## config.mk

```make
export PLATFORM = sky130hd
export DESIGN_NAME = ifetch_top
export DESIGN_NICKNAME = d
export VERILOG_FILES = /design/src/common/mem_pkg.sv /design/src/common/fetch_pkg.sv /design/src/hdl/fetch_request.sv /design/src/hdl/burst_assembler.sv /design/src/hdl/line_splitter.sv /design/src/hdl/fetch_queue.sv /design/src/hdl/ifetch_top.sv
export SDC_FILE = /design/constraint.sdc
export NUM_CORES = 1
export LEC_CHECK = 0
export BUFFER_PORTS_ARGS = -buffer_cell sky130_fd_sc_hd__buf_2
export CORE_MARGIN = 4
export CORE_UTILIZATION = 55
export CTS_BUF_LIST = sky130_fd_sc_hd__clkbuf_8
export CTS_CLUSTER_DIAMETER = 30
export DETAILED_ROUTE_END_ITERATION = 12
export PLACE_DENSITY = 0.83
export SLEW_MARGIN = 20
export SYNTH_ARGS = -nofsm -noshare
export SYNTH_HDL_FRONTEND = slang
export SYNTH_SLANG_ARGS = --single-unit
```

## constraint.sdc

```tcl
create_clock -name clk -period 18.2 [get_ports clk]
set_input_delay 1.82 -clock clk [delete_from_list [all_inputs] [get_ports clk]]
set_output_delay 1.82 -clock clk [all_outputs]
set_load 0.01 [all_outputs]
```

## src/common/mem_pkg.sv

```systemverilog
package mem_pkg;

    // burst memory geometry
    localparam int ADDR_WIDTH     = 32;
    localparam int BEAT_WIDTH     = 64;
    localparam int BEATS_PER_LINE = 4;
    localparam int LINE_BYTES     = 32;

    localparam int LINE_WIDTH     = BEATS_PER_LINE * BEAT_WIDTH;  // 256 data bits
    localparam int BEAT_CNT_WIDTH = $clog2(BEATS_PER_LINE);

    // beat k sits in data[64k +: 64]
    typedef struct packed {
        logic [ADDR_WIDTH-1:0] addr;   // line address
        logic [LINE_WIDTH-1:0] data;
    } line_t;

endpackage : mem_pkg

```

## src/common/fetch_pkg.sv

```systemverilog
package fetch_pkg;

    localparam int INST_WIDTH     = 32;
    localparam int WORDS_PER_LINE = 8;
    localparam int WORD_IDX_WIDTH = $clog2(WORDS_PER_LINE);

    // one fetched instruction with its pc
    typedef struct packed {
        logic [31:0]           pc;
        logic [INST_WIDTH-1:0] inst;
    } fetch_entry_t;

endpackage : fetch_pkg

```

## src/hdl/fetch_request.sv

```systemverilog
module fetch_request #(
    parameter logic [mem_pkg::ADDR_WIDTH-1:0] RESET_PC = 32'h1eceb000
) (
    input   logic                           clk,
    input   logic                           rst,

    input   logic                           bmem_ready_i,
    input   logic                           line_take_i,

    output  logic                           bmem_read_o,
    output  logic   [mem_pkg::ADDR_WIDTH-1:0] bmem_addr_o
);

    import mem_pkg::*;

    logic   [ADDR_WIDTH-1:0]    line_pc;
    logic                       outstanding;    // read issued, line not yet taken
    logic                       armed;          // low for one cycle out of reset

    assign bmem_read_o = armed && bmem_ready_i && !outstanding;
    assign bmem_addr_o = line_pc;

    always_ff @(posedge clk) begin
        if (rst) begin
            line_pc     <= RESET_PC;
            outstanding <= 1'b0;
            armed       <= 1'b0;
        end else begin
            armed <= 1'b1;
            if (bmem_read_o) begin
                line_pc     <= line_pc + ADDR_WIDTH'(LINE_BYTES);  // next line
                outstanding <= 1'b1;
            end else if (line_take_i) begin
                outstanding <= 1'b0;    // splitter has the line
            end
        end
    end

endmodule : fetch_request

```

## src/hdl/burst_assembler.sv

```systemverilog
module burst_assembler (
    input   logic                               clk,
    input   logic                               rst,

    input   logic   [mem_pkg::ADDR_WIDTH-1:0]   bmem_raddr_i,
    input   logic   [mem_pkg::BEAT_WIDTH-1:0]   bmem_rdata_i,
    input   logic                               bmem_rvalid_i,
    input   logic                               line_take_i,

    output  mem_pkg::line_t                     line_o,
    output  logic                               line_valid_o
);

    import mem_pkg::*;

    localparam logic [BEAT_CNT_WIDTH-1:0] LAST_BEAT = BEAT_CNT_WIDTH'(BEATS_PER_LINE - 1);

    logic   [BEAT_CNT_WIDTH-1:0]    beat_cnt;
    line_t                          line_q;
    logic                           line_valid;

    assign line_o       = line_q;
    assign line_valid_o = line_valid;

    // line payload
    always_ff @(posedge clk) begin
        if (bmem_rvalid_i) begin
            line_q.data[beat_cnt*BEAT_WIDTH +: BEAT_WIDTH] <= bmem_rdata_i;
            if (beat_cnt == '0) begin
                line_q.addr <= bmem_raddr_i;    // address from first beat
            end
        end
    end

    always_ff @(posedge clk) begin
        if (rst) begin
            beat_cnt   <= '0;
            line_valid <= 1'b0;
        end else begin
            if (bmem_rvalid_i) begin
                beat_cnt <= beat_cnt + 1'b1;    // wraps after last beat
            end
            if (bmem_rvalid_i && beat_cnt == LAST_BEAT) begin
                line_valid <= 1'b1;
            end else if (line_take_i) begin
                line_valid <= 1'b0;
            end
        end
    end

endmodule : burst_assembler

```

## src/hdl/line_splitter.sv

```systemverilog
module line_splitter (
    input   logic                       clk,
    input   logic                       rst,

    input   mem_pkg::line_t             line_i,
    input   logic                       line_valid_i,
    input   logic                       queue_full_i,

    output  logic                       line_take_o,
    output  fetch_pkg::fetch_entry_t    entry_o,
    output  logic                       entry_push_o
);

    import mem_pkg::*;
    import fetch_pkg::*;

    localparam logic [WORD_IDX_WIDTH-1:0] LAST_WORD = WORD_IDX_WIDTH'(WORDS_PER_LINE - 1);

    line_t                          line_q;
    logic                           busy;
    logic   [WORD_IDX_WIDTH-1:0]    word_idx;

    assign line_take_o  = !busy && line_valid_i;
    assign entry_push_o = busy && !queue_full_i;   // stall on full queue

    always_comb begin
        entry_o.pc   = line_q.addr + ADDR_WIDTH'({word_idx, 2'b00});
        entry_o.inst = line_q.data[word_idx*INST_WIDTH +: INST_WIDTH];
    end

    always_ff @(posedge clk) begin
        if (line_take_o) begin
            line_q <= line_i;   // own copy frees the assembler
        end
    end

    always_ff @(posedge clk) begin
        if (rst) begin
            busy     <= 1'b0;
            word_idx <= '0;
        end else begin
            if (line_take_o) begin
                busy     <= 1'b1;
                word_idx <= '0;
            end else if (entry_push_o) begin
                word_idx <= word_idx + 1'b1;
                if (word_idx == LAST_WORD) begin
                    busy <= 1'b0;   // line drained
                end
            end
        end
    end

endmodule : line_splitter

```

## src/hdl/fetch_queue.sv

```systemverilog
module fetch_queue #(
    parameter int QUEUE_DEPTH = 16
) (
    input   logic                       clk,
    input   logic                       rst,

    input   fetch_pkg::fetch_entry_t    entry_i,
    input   logic                       push_i,
    input   logic                       pop_i,

    output  fetch_pkg::fetch_entry_t    entry_o,
    output  logic                       full_o,
    output  logic                       empty_o
);

    import fetch_pkg::*;

    localparam int PTR_W = $clog2(QUEUE_DEPTH);

    fetch_entry_t           mem [QUEUE_DEPTH];
    logic   [PTR_W-1:0]     wr_ptr;
    logic   [PTR_W-1:0]     rd_ptr;
    logic   [PTR_W:0]       count;
    logic                   do_push;
    logic                   do_pop;

    assign full_o  = (count == (PTR_W+1)'(QUEUE_DEPTH));
    assign empty_o = (count == '0);
    assign do_push = push_i && !full_o;
    assign do_pop  = pop_i && !empty_o;    // pop on empty ignored
    assign entry_o = mem[rd_ptr];

    always_ff @(posedge clk) begin
        if (do_push) begin
            mem[wr_ptr] <= entry_i;
        end
    end

    always_ff @(posedge clk) begin
        if (rst) begin
            wr_ptr <= '0;
            rd_ptr <= '0;
            count  <= '0;
        end else begin
            if (do_push) begin
                wr_ptr <= wr_ptr + 1'b1;
            end
            if (do_pop) begin
                rd_ptr <= rd_ptr + 1'b1;
            end
            case ({do_push, do_pop})
                2'b10:   count <= count + 1'b1;
                2'b01:   count <= count - 1'b1;
                default: count <= count;    // both or neither
            endcase
        end
    end

endmodule : fetch_queue

```

## src/hdl/ifetch_top.sv

```systemverilog
module ifetch_top #(
    parameter logic [mem_pkg::ADDR_WIDTH-1:0] RESET_PC    = 32'h1eceb000,
    parameter int                             QUEUE_DEPTH = 16
) (
    input   logic                               clk,
    input   logic                               rst,

    output  logic   [mem_pkg::ADDR_WIDTH-1:0]   bmem_addr_o,
    output  logic                               bmem_read_o,
    input   logic                               bmem_ready_i,

    input   logic   [mem_pkg::ADDR_WIDTH-1:0]   bmem_raddr_i,
    input   logic   [mem_pkg::BEAT_WIDTH-1:0]   bmem_rdata_i,
    input   logic                               bmem_rvalid_i,

    output  fetch_pkg::fetch_entry_t            fetch_o,
    output  logic                               fetch_valid_o,
    input   logic                               fetch_dequeue_i
);

    import mem_pkg::*;
    import fetch_pkg::*;

    line_t          line;
    logic           line_valid;
    logic           line_take;
    fetch_entry_t   entry;
    logic           entry_push;
    logic           queue_full;
    logic           queue_empty;

    assign fetch_valid_o = !queue_empty;

    fetch_request #(
        .RESET_PC(RESET_PC)
    ) fetch_request_i (
        .clk(clk),
        .rst(rst),
        .bmem_ready_i(bmem_ready_i),
        .line_take_i(line_take),
        .bmem_read_o(bmem_read_o),
        .bmem_addr_o(bmem_addr_o)
    );

    burst_assembler burst_assembler_i (
        .clk(clk),
        .rst(rst),
        .bmem_raddr_i(bmem_raddr_i),
        .bmem_rdata_i(bmem_rdata_i),
        .bmem_rvalid_i(bmem_rvalid_i),
        .line_take_i(line_take),
        .line_o(line),
        .line_valid_o(line_valid)
    );

    line_splitter line_splitter_i (
        .clk(clk),
        .rst(rst),
        .line_i(line),
        .line_valid_i(line_valid),
        .queue_full_i(queue_full),
        .line_take_o(line_take),
        .entry_o(entry),
        .entry_push_o(entry_push)
    );

    fetch_queue #(
        .QUEUE_DEPTH(QUEUE_DEPTH)
    ) fetch_queue_i (
        .clk(clk),
        .rst(rst),
        .entry_i(entry),
        .push_i(entry_push),
        .pop_i(fetch_dequeue_i),
        .entry_o(fetch_o),
        .full_o(queue_full),
        .empty_o(queue_empty)
    );

endmodule : ifetch_top

```

==> metrics.md <==
| Metric | Value |
|---|---|
| Top sig layer | met5 |
| Post-synth top flop | edfxtp_1 |
| Total CTS buffers | 319 |
| M1 WL | 49100 um |
| DRT Pass-1 Iters | 5 |
| PortBufs | 193 |
| Die W | 346 um |
| WL per Instance | 26.9 um |
| First-pass GRT wire length | 200000 um |
| Setup TNS | 0 ns |
| Final slew viol count | 0 |
| Clock root buffer | clkbuf_8 |
| Area contributors post-synth | edfxtp_1 (77%), mux4_2 (13%), and2_1 (2.7%), dfxtp_1 (1.7%), mux2_2 (0.57%) |
| Commonest non-fill, non-tap cell in the layout | edfxtp_1 |
| Flip-flop and latch count after synthesis | 1653 |
| Site row count | 123 |
| Rel. slew slack | 22.4% |
| Hold WC Path Type | reg2reg |
| Yosys warns | 0 |
| CTS tree | yes |
| Max-cap check violation count | 0 |
| Share of cells above drive strength 1 | 33.7% |
| Leak | 23.2 nW |
| Instance count of the mapped netlist | 2805 |
| Die Y-Extent | 346 um |
| Mapped Area | 0.0627 sq mm |
| Post-synth EDFFs | 1600 |
| Setup Crit Path Kind | reg2out |
| Tmin final | 7.16 ns |
| # DRC | 0 |
| Most frequent cells in the layout | edfxtp_1 (1600), mux4_2 (372), clkbuf_8 (324), and2_1 (263), buf_2 (193) |
| CP Capture Type | output port |
| Achievable frequency | 140 MHz |
| Initial antenna violation count | 35 |
| RR Startpoint | fetch_queue_i.count[2]$_SDFFE_PP0P_ |
| Vias/cell | 5.96 |
| Setup bufs post-CTS | 0 |
| Clk slew on worst S/H paths | 0.06 ns |
| Peak supply drop | 0.0864 mV |
| Ys async rst share | 0% |
| Area Overhead vs Synth | 15.0% |
| Synth top area share | 76.6% |
| Metal3 WL | 13600 um |
| Final ANT Viol Nets | 0 |
| Cts hold-fix bufs | 0 |
| Period utilisation layout | 39.4% |
| Synth cell types | 53 |
| Cts repair resizes | 0 |
| Worst setup SP type | register |
| Hold Slack | 0.349 ns |
| Endpoints failing hold | 0 |
| Worst slew pin tran | 1.16 ns |
| Met2 wire len | 68300 um |
| Die area | 0.120 sq mm |
| Vias in the first global route | 31300 |
| Total number of vias | 29700 |
| Outcome | complete, no violations |
| Pwr/cell area | 120 mW/mm^2 |
| Largest net degree at the start of global routing | 133 |
| Final wirelength | 134000 um |
| Final HPWL DP | 69900 um |
| 1st-iter DRT viols | 3381 |
| Initial Utilization | 55.6% |
| Worst Skew | 0.134 ns |
| Worst skew pair latency | 0.99 ns |
| Arr. time, crit path | 5.34 ns |
| # IOs | 199 |
| Endpoints failing setup | 0 |
| Yosys top cell by area | edfxtp_1 |
| Post-synthesis sequential area ratio | 78.3% |
| CTS HTree Levels | 5 |
| Worst endpoint required time | 16.38 ns |
| Nets | 3357 |
| RePlAce Congestion | 0.751 |
| Overall global routing resource usage | 22.6% |
| Power Total | 0.00865 W |
| Unrepaired setup endpoints after global routing | false |
| Clk buf depth | 4 |
| Sink Count | 1653 |
| Post-Syn Area per Cell | 22.4 sq um |
| Core footprint | 0.113 sq mm |
| Worst reg2reg setup slack | 14.52 ns |
| Total grt overflow | 0 |
| Worst-path fanout max | 52 |
| Hold wc startpoint | burst_assembler_i.line_o[278]$_DFFE_PP_ |
==> state kept, by name, summed over array words and instances, names as in the netlist, named ones only <==
name / flops
fetch_request_i.armed: 1
burst_assembler_i.beat_cnt: 2
line_splitter_i.line_q: 288
burst_assembler_i.line_o: 288
line_splitter_i.busy: 1
line_splitter_i.word_idx: 3
fetch_queue_i.rd_ptr: 4
burst_assembler_i.line_valid_o: 1
fetch_request_i.bmem_addr_o: 27
fetch_queue_i.mem: 1024
fetch_queue_i.count: 5
fetch_queue_i.wr_ptr: 4
fetch_request_i.outstanding: 1
==> cells in the mapped netlist, drive strengths merged (7+ instances only) <==
| cell | instances |
|---|---|
| and3 | 13 |
| o31ai | 14 |
| or4 | 15 |
| mux2 | 32 |
| mux2i | 7 |
| dfxtp | 53 |
| xnor2 | 31 |
| and2 | 268 |
| buf | 62 |
| xor2 | 18 |
| inv | 17 |
| clkbuf | 82 |
| and4 | 9 |
| nor3 | 10 |
| mux4 | 384 |
| edfxtp | 1600 |
| nand4 | 17 |
| nor2 | 41 |
| ha | 20 |
| nand2b | 7 |
| a21oi | 15 |
| nand3 | 30 |
| nand2 | 25 |
==> metrics by stage <==
stage,cells,util [%],area (sq um),setup slack [ns]
global placement,4414,58.0,65400,11.57
finish,4984,64.0,72200,11.04
detailed placement,4414,58.0,65400,11.49
CTS,4968,63.8,72000,10.48
global route,4974,64.0,72100,10.52
floorplan,2809,-,62700,11.48
==> worst paths after layout <==
| kind | end | depth (start not counted) |
|---|---|---|
| max reg2reg | fetch_queue_i.mem[12][29]$_DFFE_PP_ | 5 |
| max | fetch_o[33] | 6 |
| min | line_splitter_i.line_q[278]$_DFFE_PP_ | 0 |
| min reg2reg | line_splitter_i.line_q[278]$_DFFE_PP_ | 0 |
==> power by group <==
part           internal [W]  switching [W]  leakage (nW)  total, W
Combinational      0.000381       0.000336          4.86  0.000717
Sequential          0.00419      0.0000359          14.9   0.00423
Clock               0.00215        0.00155          3.45   0.00371
Total               0.00673        0.00193          23.2   0.00865
==> final cells by class <==
cell class | count | area [sq um]
repair buffers | 249 | 1390
flip-flops and latches | 1653 | 49100
multi-input cells | 995 | 13100
clock inverters | 230 | 2060
diodes | 16 | 40.0
clock buffers | 324 | 4460
well taps | 1500 | 1880
fillers | 6985 | 40600
inverters | 17 | 71.3
==> worst max-delay path, stage by stage (launching register included) <==
cell     delay, ns
dfxtp_4       0.79
buf_4         0.71
buf_6         0.67
buf_4         0.80
mux4_1        0.68
mux4_2        0.54
buf_2         0.17
==> kinds of logic after synthesis <==
logic type               count (synthesis)  share of synthesized area [%]
AO/OA/AOI/OAI                           48                          0.523
XOR/XNOR                                49                          0.684
adder cells (fa/ha/maj)                 21                          0.431
buffers and inverters                  161                           1.28
flip-flops                            1653                           78.3
multiplexers                           423                           14.5
other                                    1                        0.00598
AND/OR/NAND/NOR                        449                           4.25
==> metal layers <==
metal,up-vias,GRT usage [%]
met5,-,0
met4,34,6.64
met3,254,5.68
met2,1607,37.5
met1,15400,30.0
li1,12500,-
Note: power is estimated with default switching activity, not from simulation.
